[config.mk]
export PLATFORM = sky130hd
export DESIGN_NAME = vfixp_top
export DESIGN_NICKNAME = d
export VERILOG_FILES = /design/src/vcsr_pkg.sv /design/src/vec_pkg.sv /design/src/vfixp_csr.sv /design/src/vfixp_top.sv /design/src/vfixp_unit.sv /design/src/vsaaddsub.sv
export SDC_FILE = /design/constraint.sdc
export NUM_CORES = 1
export LEC_CHECK = 0
export BUFFER_PORTS_ARGS = -buffer_cell sky130_fd_sc_hd__buf_2
export CORE_MARGIN = 2
export CORE_UTILIZATION = 55
export DETAILED_ROUTE_END_ITERATION = 12
export GPL_TIMING_DRIVEN = 0
export PLACE_DENSITY_LB_ADDON = 0.05
export RECOVER_POWER = 25
export SYNTH_ARGS = -nofsm -noshare
export SYNTH_HDL_FRONTEND = slang
export SYNTH_SLANG_ARGS = --single-unit
export TNS_END_PERCENT = 100
[constraint.sdc]
create_clock -name clk_i -period 33.1 [get_ports clk_i]
set_input_delay 4.965 -clock clk_i [delete_from_list [all_inputs] [get_ports clk_i]]
set_output_delay 4.965 -clock clk_i [all_outputs]
set_load 0.1 [all_outputs]
[src/vcsr_pkg.sv]
// Only the fixed-point CSRs are described; vcsr keeps vxrm in bits 2:1 and vxsat in bit 0
package vcsr_pkg;

    localparam int CSR_ADDR_W = 12;

    // CSR numbers from the vector spec
    localparam logic [CSR_ADDR_W-1:0] CSR_VXSAT = 12'h009;
    localparam logic [CSR_ADDR_W-1:0] CSR_VXRM  = 12'h00A;
    localparam logic [CSR_ADDR_W-1:0] CSR_VCSR  = 12'h00F;

    // Fixed-point rounding mode
    typedef enum logic [1:0] {
        RNU_V = 2'b00,  // Round to nearest, ties up
        RNE_V = 2'b01,  // Round to nearest, ties even
        RDN_V = 2'b10,  // Truncate
        ROD_V = 2'b11   // Round to odd
    } vxrm_t;

    // vcsr as one raw word or as its two fields
    typedef union packed {
        logic [2:0] raw;
        struct packed {
            vxrm_t vxrm;
            logic  vxsat;
        } fields;
    } vcsr_t;

endpackage

[src/vec_pkg.sv]
// Covers a single 64-bit register word only; element widths stop at 64 bits and there is no LMUL or masking
package vec_pkg;

    localparam int ELEN   = 64;              // Widest element, also the word size
    localparam int NBYTES = ELEN / 8;        // Byte adders per word
    localparam int BIDX_W = $clog2(NBYTES);  // Byte index inside one word

    typedef logic [ELEN-1:0] bus64_t;

    // Fixed-point add/subtract operations handled by this slice
    typedef enum logic [3:0] {
        VSADDU = 4'd0,
        VSADD  = 4'd1,
        VSSUBU = 4'd2,
        VSSUB  = 4'd3,
        VAADDU = 4'd4,
        VAADD  = 4'd5,
        VASUBU = 4'd6,
        VASUB  = 4'd7,
        NOP    = 4'd8
    } instr_type_t;

    typedef enum logic [1:0] {
        SEW_8  = 2'b00,
        SEW_16 = 2'b01,
        SEW_32 = 2'b10,
        SEW_64 = 2'b11
    } sew_t;

endpackage

[src/vfixp_csr.sv]
// vxsat is sticky; a saturation on the same edge as a CSR write still sets it
`timescale 1ns/100ps

module vfixp_csr (
    input  logic                            clk_i,
    input  logic                            rst_n_i,
    input  logic                            csr_we_i,
    input  logic [vcsr_pkg::CSR_ADDR_W-1:0] csr_addr_i,
    input  vec_pkg::bus64_t                 csr_wdata_i,
    input  logic                            sat_set_i,    // Saturation seen in the unit
    output vec_pkg::bus64_t                 csr_rdata_o,  // Combinational read
    output vcsr_pkg::vxrm_t                 vxrm_o
);

    import vcsr_pkg::*;

    vcsr_t csr_q;
    vcsr_t csr_d;

    // Write decode, each address touches only its own field
    always_comb begin
        csr_d = csr_q;
        if (csr_we_i) begin
            case (csr_addr_i)
                CSR_VXSAT: csr_d.fields.vxsat = csr_wdata_i[0];
                CSR_VXRM:  csr_d.fields.vxrm  = vxrm_t'(csr_wdata_i[1:0]);
                CSR_VCSR:  csr_d.raw          = csr_wdata_i[2:0];
                default:   csr_d              = csr_q;
            endcase
        end
        csr_d.fields.vxsat = csr_d.fields.vxsat | sat_set_i;
    end

    always_ff @(posedge clk_i or negedge rst_n_i) begin
        if (!rst_n_i) begin
            csr_q.fields.vxrm  <= RNU_V;
            csr_q.fields.vxsat <= 1'b0;
        end else begin
            csr_q <= csr_d;
        end
    end

    // Same word read as fields or as raw vcsr
    always_comb begin
        csr_rdata_o = '0;
        case (csr_addr_i)
            CSR_VXSAT: csr_rdata_o[0]   = csr_q.fields.vxsat;
            CSR_VXRM:  csr_rdata_o[1:0] = csr_q.fields.vxrm;
            CSR_VCSR:  csr_rdata_o[2:0] = csr_q.raw;
            default:   csr_rdata_o      = '0;  // Unknown CSR
        endcase
    end

    assign vxrm_o = csr_q.fields.vxrm;

endmodule

[src/vfixp_top.sv]
// Result appears two edges after valid_i; the consumer must take every valid_o pulse
`timescale 1ns/100ps

module vfixp_top (
    input  logic                            clk_i,
    input  logic                            rst_n_i,
    // CSR access
    input  logic                            csr_we_i,
    input  logic [vcsr_pkg::CSR_ADDR_W-1:0] csr_addr_i,
    input  vec_pkg::bus64_t                 csr_wdata_i,
    output vec_pkg::bus64_t                 csr_rdata_o,
    // Operation issue
    input  logic                            valid_i,
    input  vec_pkg::instr_type_t            instr_i,
    input  vec_pkg::sew_t                   sew_i,
    input  vec_pkg::bus64_t                 vs1_i,
    input  vec_pkg::bus64_t                 vs2_i,
    // Result
    output logic                            valid_o,
    output vec_pkg::bus64_t                 vd_o,
    output logic                            sat_o
);

    import vcsr_pkg::*;

    vxrm_t vxrm;     // Rounding mode to the unit
    logic  sat_set;  // Sets the sticky vxsat

    vfixp_csr vfixp_csr_inst (
        .clk_i       (clk_i),
        .rst_n_i     (rst_n_i),
        .csr_we_i    (csr_we_i),
        .csr_addr_i  (csr_addr_i),
        .csr_wdata_i (csr_wdata_i),
        .sat_set_i   (sat_set),
        .csr_rdata_o (csr_rdata_o),
        .vxrm_o      (vxrm)
    );

    vfixp_unit vfixp_unit_inst (
        .clk_i     (clk_i),
        .rst_n_i   (rst_n_i),
        .valid_i   (valid_i),
        .instr_i   (instr_i),
        .sew_i     (sew_i),
        .vs1_i     (vs1_i),
        .vs2_i     (vs2_i),
        .vxrm_i    (vxrm),
        .valid_o   (valid_o),
        .vd_o      (vd_o),
        .sat_o     (sat_o),
        .sat_set_o (sat_set)
    );

endmodule

[src/vfixp_unit.sv]
// Fixed two-edge latency, one issue per cycle allowed, no back-pressure on the result
`timescale 1ns/100ps

module vfixp_unit (
    input  logic                 clk_i,
    input  logic                 rst_n_i,
    input  logic                 valid_i,    // One-cycle issue strobe
    input  vec_pkg::instr_type_t instr_i,
    input  vec_pkg::sew_t        sew_i,
    input  vec_pkg::bus64_t      vs1_i,
    input  vec_pkg::bus64_t      vs2_i,
    input  vcsr_pkg::vxrm_t      vxrm_i,     // Current CSR value
    output logic                 valid_o,
    output vec_pkg::bus64_t      vd_o,
    output logic                 sat_o,      // Aligned with vd_o
    output logic                 sat_set_o   // Early copy for the sticky vxsat
);

    import vec_pkg::*;
    import vcsr_pkg::*;

    // Issue stage
    logic        iss_valid_q;
    instr_type_t iss_instr_q;
    sew_t        iss_sew_q;
    bus64_t      iss_vs1_q;
    bus64_t      iss_vs2_q;
    vxrm_t       iss_vxrm_q;  // Mode in force at the issue edge

    bus64_t      alu_vd;
    logic        alu_sat;

    // Result stage
    logic        res_valid_q;
    bus64_t      res_vd_q;
    logic        res_sat_q;

    always_ff @(posedge clk_i or negedge rst_n_i) begin
        if (!rst_n_i) begin
            iss_valid_q <= 1'b0;
        end else begin
            iss_valid_q <= valid_i;
        end
    end

    always_ff @(posedge clk_i) begin
        if (valid_i) begin
            iss_instr_q <= instr_i;
            iss_sew_q   <= sew_i;
            iss_vs1_q   <= vs1_i;
            iss_vs2_q   <= vs2_i;
            iss_vxrm_q  <= vxrm_i;
        end
    end

    vsaaddsub vsaaddsub_inst (
        .instr_type_i (iss_instr_q),
        .sew_i        (iss_sew_q),
        .vxrm_i       (iss_vxrm_q),
        .data_vs1_i   (iss_vs1_q),
        .data_vs2_i   (iss_vs2_q),
        .data_vd_o    (alu_vd),
        .sat_ovf_o    (alu_sat)
    );

    // Reaches the CSR block on the same edge as the result register
    assign sat_set_o = iss_valid_q & alu_sat;

    always_ff @(posedge clk_i or negedge rst_n_i) begin
        if (!rst_n_i) begin
            res_valid_q <= 1'b0;
            res_vd_q    <= '0;
            res_sat_q   <= 1'b0;
        end else begin
            res_valid_q <= iss_valid_q;
            res_sat_q   <= sat_set_o;
            if (iss_valid_q) begin
                res_vd_q <= alu_vd;  // Held until the next result
            end
        end
    end

    assign valid_o = res_valid_q;
    assign vd_o    = res_vd_q;
    assign sat_o   = res_sat_q;

endmodule

[src/vsaaddsub.sv]
// Purely combinational over one 64-bit word; NOP and unknown op codes return zero with no saturation
`timescale 1ns/100ps

module vsaaddsub (
    input  vec_pkg::instr_type_t instr_type_i,  // Operation to perform
    input  vec_pkg::sew_t        sew_i,         // Element width
    input  vcsr_pkg::vxrm_t      vxrm_i,        // Rounding for the averaging forms
    input  vec_pkg::bus64_t      data_vs1_i,    // Subtrahend for the sub forms
    input  vec_pkg::bus64_t      data_vs2_i,
    output vec_pkg::bus64_t      data_vd_o,
    output logic                 sat_ovf_o      // At least one element was clipped
);

    import vec_pkg::*;
    import vcsr_pkg::*;

    logic                   is_sub;
    logic                   is_unsigned;
    logic                   is_avg;
    logic                   is_sat;
    logic [BIDX_W-1:0]      lane_mask;  // Byte index bits that stay inside one element
    logic [NBYTES-1:0]      first_b;    // Lowest byte of its element
    logic [NBYTES-1:0]      top_b;      // Highest byte of its element
    bus64_t                 opa;
    logic [NBYTES-1:0][8:0] sum9;       // Byte sums, carry out in bit 8
    logic [NBYTES-1:0]      ext;        // Bit above the element MSB
    logic [NBYTES-1:0]      ovf;
    bus64_t                 sum_w;      // Truncated element sums
    bus64_t                 shr_w;      // Wide sums shifted right by one
    bus64_t                 avg_w;

    assign is_sub      = instr_type_i inside {VSSUBU, VSSUB, VASUBU, VASUB};
    assign is_unsigned = instr_type_i inside {VSADDU, VSSUBU, VAADDU, VASUBU};
    assign is_avg      = instr_type_i inside {VAADDU, VAADD, VASUBU, VASUB};
    assign is_sat      = instr_type_i inside {VSADDU, VSADD, VSSUBU, VSSUB};

    always_comb begin
        case (sew_i)
            SEW_8:   lane_mask = BIDX_W'(0);
            SEW_16:  lane_mask = BIDX_W'(1);
            SEW_32:  lane_mask = BIDX_W'(3);
            default: lane_mask = '1;  // SEW_64
        endcase
    end

    // Element boundaries inside the word
    always_comb begin
        for (int i = 0; i < NBYTES; i++) begin
            first_b[i] = ((BIDX_W'(i) & lane_mask) == '0);
            top_b[i]   = ((BIDX_W'(i) & lane_mask) == lane_mask);
        end
    end

    // vs2 - vs1 as vs2 + ~vs1 + 1
    assign opa = is_sub ? ~data_vs1_i : data_vs1_i;

    // SIMD carry chain, restarted at each element
    always_comb begin
        logic cy;
        cy = 1'b0;
        for (int i = 0; i < NBYTES; i++) begin
            sum9[i] = {1'b0, opa[8*i +: 8]} + {1'b0, data_vs2_i[8*i +: 8]}
                      + 9'(first_b[i] ? is_sub : cy);
            cy      = sum9[i][8];
        end
    end

    // Extension bit and overflow, meaningful on the top byte of an element
    always_comb begin
        logic ea;
        logic eb;
        for (int i = 0; i < NBYTES; i++) begin
            // Zero extension for unsigned, inverted along with vs1 on subtract
            ea              = is_unsigned ? is_sub : opa[8*i+7];
            eb              = is_unsigned ? 1'b0 : data_vs2_i[8*i+7];
            ext[i]          = ea ^ eb ^ sum9[i][8];
            sum_w[8*i +: 8] = sum9[i][7:0];
            if (is_unsigned) begin
                ovf[i] = is_sat & ext[i];                  // Carry out, or borrow on sub
            end else begin
                ovf[i] = is_sat & (ext[i] ^ sum9[i][7]);   // Sign lost to truncation
            end
        end
    end

    // Averaging: halve the wider sum, then add the rounding increment
    always_comb begin
        logic cy;
        logic lost;
        logic keep;
        shr_w = {1'b0, sum_w[ELEN-1:1]};
        cy    = 1'b0;
        for (int i = 0; i < NBYTES; i++) begin
            if (top_b[i]) begin
                shr_w[8*i+7] = ext[i];  // MSB comes from the extension bit
            end
        end
        for (int i = 0; i < NBYTES; i++) begin
            lost = sum_w[8*i];    // Bit shifted out
            keep = sum_w[8*i+1];  // New LSB
            if (first_b[i]) begin
                case (vxrm_i)
                    RNU_V:   cy = lost;
                    RNE_V:   cy = lost & keep;
                    RDN_V:   cy = 1'b0;
                    default: cy = lost & ~keep;  // ROD_V jams the LSB
                endcase
            end
            {cy, avg_w[8*i +: 8]} = {1'b0, shr_w[8*i +: 8]} + 9'(cy);
        end
    end

    // Per-byte result select, saturation limit taken from the element's top byte
    always_comb begin
        logic [BIDX_W-1:0] top_idx;
        logic              neg;
        for (int i = 0; i < NBYTES; i++) begin
            top_idx = BIDX_W'(i) | lane_mask;
            neg     = ext[top_idx];  // True sign of a signed overflow
            if (is_avg) begin
                data_vd_o[8*i +: 8] = avg_w[8*i +: 8];
            end else if (ovf[top_idx]) begin
                if (is_unsigned) begin
                    data_vd_o[8*i +: 8] = {8{~is_sub}};  // All ones or zero
                end else if (top_b[i]) begin
                    data_vd_o[8*i +: 8] = {neg, {7{~neg}}};  // 0x80 or 0x7F
                end else begin
                    data_vd_o[8*i +: 8] = {8{~neg}};
                end
            end else if (is_sat) begin
                data_vd_o[8*i +: 8] = sum_w[8*i +: 8];
            end else begin
                data_vd_o[8*i +: 8] = 8'h00;
            end
        end
    end

    assign sat_ovf_o = |(ovf & top_b);

endmodule

==> impl_metrics.ini, run 1 <==
[pwr]
powerDensity_nw_per_um2 = 76.12
switching_power_mw = 0.5737
combPwrFrac_pct = 50.1
internal_power_mw = 0.6540
peakVddDrop_mv = 0.05656
switching_share_pct = 46.73
power_mw = 1.228
clkPwrFrac_pct = 22.7
p_leak_nw = 6.831
p_seq_share_pct = 27.2

[setup_path]
ff2ff_setup_slack_ns = 12.74
cp.required_ns = 33.50
slowest_delay_ns = 0.99
crit_top_cell = fa_1
start_kind = flip-flop
crit_arrival_ns = 20.77
end_kind = flip-flop
r2r_start = vfixp_unit_inst.iss_instr_q[1]$_DFFE_PP_
path_class = reg2reg
cp_slowest_cell = a211oi_1
startpoint = vfixp_unit_inst.iss_instr_q[1]$_DFFE_PP_
worstPathMaxFanout = 10

[logic_synthesis]
syn_inst = 1319
synth_edf_count = 136
syn_avg_cell_area_um2 = 10.23
synthFlopType = edfxtp_1
syn_area_um2 = 13500
yosysUniqueCellTypes = 74
synthArstFlopShare_pct = 33.98
synth_warnings = 0
yosysSeqAreaShare_pct = 43.23
synth_seq_cells = 206

[timing]
slew_headroom_pct = 20.95
setup_viol_count_final = 0
whs_ns = 0.4049
post-route-min-period_ns = 20.36
slew_viol_final = 0
setup_tns_ns = 0
fmax_mhz = 49.11
tightest_slew_ns = 1.176
period_share_pct = 61.51
setup_ws_ns = 12.74
rsz0062_at_grt = no
skew_ns = 0.01600
hold_viol = 0

[min_path]
holdCritPathClass = reg2reg
worstHoldStart = vfixp_unit_inst.iss_valid_q$_DFF_PN0_

[clock_network]
cts_hold_buf = 0
cts.path.max_buffers = 3
cts_root_buf = clkbuf_16
cts_setup_buffers = 0
cts_tree = built
clock_sinks = 206
ctsResizeCount = 0
path_clk_slew_ns = 0.06
insertion_delay_ns = 0.53
cts_max_level = 1
cts_buffers = 24

[routing]
wl_um = 38450
drtIter0Drc = 803
dr_total_vias = 11360
wl_per_cell_um = 19.52
drc = 0
drtAntennaViolNets = 0
routed_via_density = 5.765
drtPass1Iterations = 5

[die]
core_um2 = 24180
io_pins = 344
start_util_pct = 55.84
die_h_um = 160.7
die-width_um = 160.7
fp-row-count = 57
fp.dieArea_um2 = 25810

[placed_design]
dpl.hpwl_um = 28620
port_buffers = 221
placedCellCount = 1926
gp_congestion = 0.9563
dp_slack_ns = 13.17

[grt]
grt_antenna_before_repair = 0
grt_pass1_vias = 10780
grt_pass1_wl_um = 59060
globalRouteOverflowTotal = 0
grt_max_degree = 80
grt_use_total_pct = 29.30

[run_status]
status = completed

[layout]
area_growth_pct = 19.48
drive_gt1_share_pct = 21.02
nFillCells = 1994
stdcell_count = 1970
num-nets-final = 1929
antenna_cells = 0

[run]
drv_cap = 0
[layer usage]
layer	up-vias	global-route usage (%)	share of wire, %
met5	-	0	0
met4	0	7.699	2.3
met3	61	6.095	9.1
met2	535	47.59	46
met1	5378	40.34	43
li1	5383	-	-
[registers in the layout, summed over array words and instances, names as in the netlist]
signal and cells:
vfixp_unit_inst.iss_vxrm_q 2, vfixp_unit_inst.sat_o 1, vfixp_unit_inst.iss_valid_q 1, vfixp_unit_inst.iss_instr_q 4
vfixp_unit_inst.vd_o 64, vfixp_unit_inst.iss_vs2_q 64, vfixp_unit_inst.iss_vs1_q 64, vfixp_unit_inst.valid_o 1
vfixp_unit_inst.iss_sew_q 2, vfixp_csr_inst.csr_q 3
[path summary, 6_finish.rpt]
path	endpoint	cells past startpoint
max in group asynchronous	vfixp_unit_inst.vd_o[47]$_DFFE_PN0P_	2
setup / recovery	vfixp_unit_inst.vd_o[41]$_DFFE_PN0P_	59
hold / removal	vfixp_unit_inst.valid_o$_DFF_PN0_	0
min in group asynchronous	vfixp_unit_inst.vd_o[21]$_DFFE_PN0P_	1
hold reg to reg	vfixp_unit_inst.valid_o$_DFF_PN0_	0
setup reg to reg	vfixp_unit_inst.vd_o[41]$_DFFE_PN0P_	59
[cell usage after synthesis, types with 9 or more instances]
cell / n / share of area (%)
clkbuf_1: 38 / 1.1
dfrtp_1: 70 / 13
xor2_1: 56 / 3.6
a21oi_1: 99 / 3.7
buf_4: 61 / 3.4
nand2b_1: 25 / 1.2
o22ai_1: 23 / 1.1
o21a_1: 12 / 0.67
and3_1: 10 / 0.46
o21bai_1: 9 / 0.50
edfxtp_1: 136 / 30
xnor2_1: 118 / 7.7
ha_1: 72 / 6.7
or3_1: 12 / 0.56
nor3_1: 23 / 0.85
fa_1: 15 / 2.2
nand2_1: 69 / 1.9
nand3_1: 34 / 1.3
mux2i_1: 10 / 0.74
nor2_1: 115 / 3.2
inv_1: 24 / 0.67
o211ai_1: 10 / 0.56
a21o_1: 26 / 1.4
a211oi_1: 20 / 1.1
a31oi_1: 29 / 1.3
o21ai_0: 61 / 2.3
a221oi_1: 22 / 1.4
[worst max-delay path: cells and delay by family, from the launching register on]
family / cells / cell delay (ns)
buffers and inverters: 3 / 1.88
xor gates and xnor gates: 3 / 0.92
and+or+nand+nor: 6 / 0.94
adders and majority gates: 15 / 7.41
DFF: 1 / 0.53
AOI/OAI and AO/OA: 32 / 8.49
[power by group through the flow]
stage	Combinational (mW)	Sequential [mW]	Clock (mW)
2_1_floorplan	0.313	0.503	0
3_3_place_gp	0.601	0.337	0
3_5_place_dp	0.606	0.338	0
4_1_cts	0.610	0.333	0.282
5_1_grt	0.657	0.337	0.292
6_report	0.615	0.334	0.279
[cell usage in the layout, fill, tap and decap left out, types with 6 or more instances in the layout]
master	count
mux2i_1	10
nand3_1	34
and2_1	6
xnor2_1	118
xor2_1	56
a21o_1	26
a31oi_1	29
o21bai_1	9
clkinv_2	6
o22ai_1	23
a221oi_1	22
dfrtp_1	70
and3_1	10
clkbuf_1	38
or2_2	7
nand2_1	69
fa_1	15
nor2b_1	7
nor3_1	23
a21oi_1	99
o21ai_0	61
buf_4	62
ha_1	72
clkbuf_16	25
o21a_1	12
o211ai_1	10
nand4_1	7
edfxtp_1	136
buf_1	7
buf_2	219
nand2b_1	25
conb_1	61
a211oi_1	20
or3_1	12
inv_1	24
nor2_1	115
[cell type report]
type	count	area (µm²)	share of cell area, %
multi-input combinational	1042	7167	44.43
inverter	25	93.84	0.5818
sequential	206	5836	36.18
clock inverter	18	198.9	1.233
timing repair buffer	223	1161	7.199
clock buffer	26	639.4	3.964
tap	324	405.4	2.513
buffer	106	628.1	3.894
[cell families (layout without fill, tap and decap cells)]
logic type	Yosys count	in the layout	share of synthesized area [%]
AO/OA/AOI/OAI	375	375	18.45
AND/OR/NAND/NOR	331	331	11.56
flip-flops	206	206	43.23
XOR/XNOR	176	176	11.58
buffers and inverters	131	398	5.348
adder cells (fa/ha/maj)	87	87	8.898
multiplexers	12	12	0.9084
other	1	61	0.02778
[per-stage QoR]
stage / util (%) / area (µm²)
global placement: 63.02 / 15240
detailed placement: 63.25 / 15290
finish: 66.71 / 16130
global route: 66.71 / 16130
floorplan: - / 13720
CTS: 66.72 / 16130
(Power assumes the default switching activity.)
==> run 2, diff against run 1 <==
- ABC_AREA: unset -> 1
- CORE_UTILIZATION: 55 -> 50
- clock period: 33.1 -> 18.55 ns (I/O delays scaled with it)
==> run 2 against run 1 <==
  * Maximum frequency is 20% higher
  * Critical path type unchanged
  * Sequential share of layout area is 2.2 points lower
  * Largest power group unchanged
  * Highest routed layer unchanged
  * Synthesized area is 8.1% higher
==> impl_metrics.ini, run 2 <==
[die]
io_pins = 344
die-width_um = 174.8
fp.dieArea_um2 = 30570
start_util_pct = 50.85
core_um2 = 28700
fp-row-count = 62
die_h_um = 174.8

[routing]
dr_total_vias = 13250
drtIter0Drc = 1191
drc = 0
wl_um = 43090
routed_via_density = 5.266
drtAntennaViolNets = 0
drtPass1Iterations = 5
wl_per_cell_um = 17.12

[clock_network]
path_clk_slew_ns = 0.06
cts_max_level = 1
cts_setup_buffers = 0
cts_buffers = 23
cts.path.max_buffers = 3
insertion_delay_ns = 0.53
cts_hold_buf = 0
ctsResizeCount = 0
cts_root_buf = clkbuf_16
cts_tree = built
clock_sinks = 206

[setup_path]
worstPathMaxFanout = 19
r2r_start = vfixp_unit_inst.iss_instr_q[3]$_DFFE_PP_
crit_top_cell = fa_1
crit_arrival_ns = 17.31
rr_worst_depth = 72
end_kind = flip-flop
startpoint = vfixp_unit_inst.iss_instr_q[3]$_DFFE_PP_
ff2ff_setup_slack_ns = 1.62
path_class = reg2reg
slowest_delay_ns = 0.56
cp.required_ns = 18.93
cp_slowest_cell = fa_1
start_kind = flip-flop

[timing]
post-route-min-period_ns = 16.93
fmax_mhz = 59.06
period_share_pct = 91.28
slew_viol_final = 0
hold_viol = 0
setup_viol_count_final = 0
skew_ns = 0.01483
setup_tns_ns = 0
tightest_slew_ns = 0.9531
slew_headroom_pct = 36.46
rsz0062_at_grt = no

[logic_synthesis]
yosysMostFrequentCell = nand2_1
syn_inst = 1810
synth_edf_count = 136
syn_avg_cell_area_um2 = 8.063
synthFlopType = edfxtp_1
yosysSeqAreaShare_pct = 39.99
syn_area_um2 = 14590
yosysUniqueCellTypes = 50
synthTopCellsByArea = edfxtp_1 28%, nand2_1 12%, dfrtp_1 12%
synthArstFlopShare_pct = 33.98
synth_seq_cells = 206
synth_warnings = 0
yosysTopAreaCell = edfxtp_1
synth_common_cells = 479 x nand2_1, 192 x inv_1, 183 x nand3_1, 136 x edfxtp_1, 108 x nor2_1
yosysTopAreaCellShare_pct = 27.98

[min_path]
holdCritPathClass = reg2reg
worstHoldStart = vfixp_unit_inst.iss_valid_q$_DFF_PN0_
holdPathStages = 0

[placed_design]
port_buffers = 221
dpl.hpwl_um = 34130
placed_area_um2 = 16470
gp_congestion = 0.9375

[layout]
final_cell_mix = 479 x nand2_1, 230 x buf_2, 192 x inv_1
final_util_pct = 59.86
multiInputGateArea_um2 = 7556
seq_area_um2 = 5836
design_area_um2 = 17180
area_growth_pct = 17.72
antenna_cells = 0
nFillCells = 2683
final_common_cell = nand2_1
num-nets-final = 2418
drive_gt1_share_pct = 18.89

[pwr]
peakVddDrop_mv = 0.08966
power_mw = 2.144
powerDensity_nw_per_um2 = 124.8
p_leak_nw = 8.717

[grt]
grt_use_total_pct = 27.89
grt_max_degree = 110
grt_antenna_before_repair = 0
grt_pass1_wl_um = 66280
grt_pass1_vias = 11980
globalRouteOverflowTotal = 0

[run_status]
status = completed

[run]
drv_cap = 0
-- run 2: critical path, delay by kind of cell, from the launching register on --
kind	cells	cell delay [ns]
fa+ha+maj	15	7.16
xor+xnor	1	0.32
compound gates	17	4.26
simple gates	24	2.56
flops	1	0.55
buf+inv	15	1.90
-- run 2: power breakdown --
group	total (mW)	switching (mW)	leakage, nW	internal (mW)
Clock	0.439	0.183	0.347	0.256
Combinational	1.11	0.840	6.17	0.270
Sequential	0.595	0.0359	2.20	0.559
Total	2.14	1.06	8.72	1.09
-- run 2: worst paths after layout --
kind / end
max in group asynchronous: vfixp_unit_inst.vd_o[56]$_DFFE_PN0P_
min: vfixp_unit_inst.valid_o$_DFF_PN0_
min reg2reg: vfixp_unit_inst.valid_o$_DFF_PN0_
max reg2reg: vfixp_unit_inst.vd_o[61]$_DFFE_PN0P_
max: vfixp_unit_inst.vd_o[61]$_DFFE_PN0P_
min in group asynchronous: vfixp_unit_inst.vd_o[11]$_DFFE_PN0P_
-- run 2: cell families (layout without fill, tap and decap cells) --
kind of cell | Yosys count | in the layout | synth area share [%]
other | 1 | 61 | 0.02570
and+or+nand+nor | 927 | 927 | 29.02
AOI/OAI and AO/OA | 184 | 184 | 7.030
buffers and inverters | 308 | 571 | 9.782
adders and majority gates | 87 | 87 | 8.230
xor gates and xnor gates | 97 | 97 | 5.924
DFF | 206 | 206 | 39.99
-- run 2: metal layers --
metal | GRT usage, % | up-vias | wire length (µm)
met4 | 7.986 | 0 | 1166
met3 | 6.070 | 73 | 4306
li1 | - | 6559 | -
met5 | 0 | - | 0
met1 | 41.35 | 6005 | 19940
met2 | 41.02 | 617 | 17670
-- run 2: layout make-up --
type	count	area share (%)
Inverter	199	4.362
Tap cell	384	2.797
Sequential cell	206	33.97
Multi-Input combinational cell	1356	43.98
Clock inverter	13	0.7210
Timing Repair Buffer	223	6.788
Buffer	108	3.925
Clock buffer	28	3.459
-- run 2: per-stage QoR --
step | hold WS [ns] | cells | setup WS (ns)
floorplan | 0.3519 | 1870 | 4.876
global placement | 0.3672 | 2475 | 1.438
detailed placement | 0.3669 | 2477 | 1.376
CTS | 0.3805 | 2518 | 1.309
global route | 0.4010 | 2517 | 0.4432
finish | 0.3771 | 2517 | 1.617
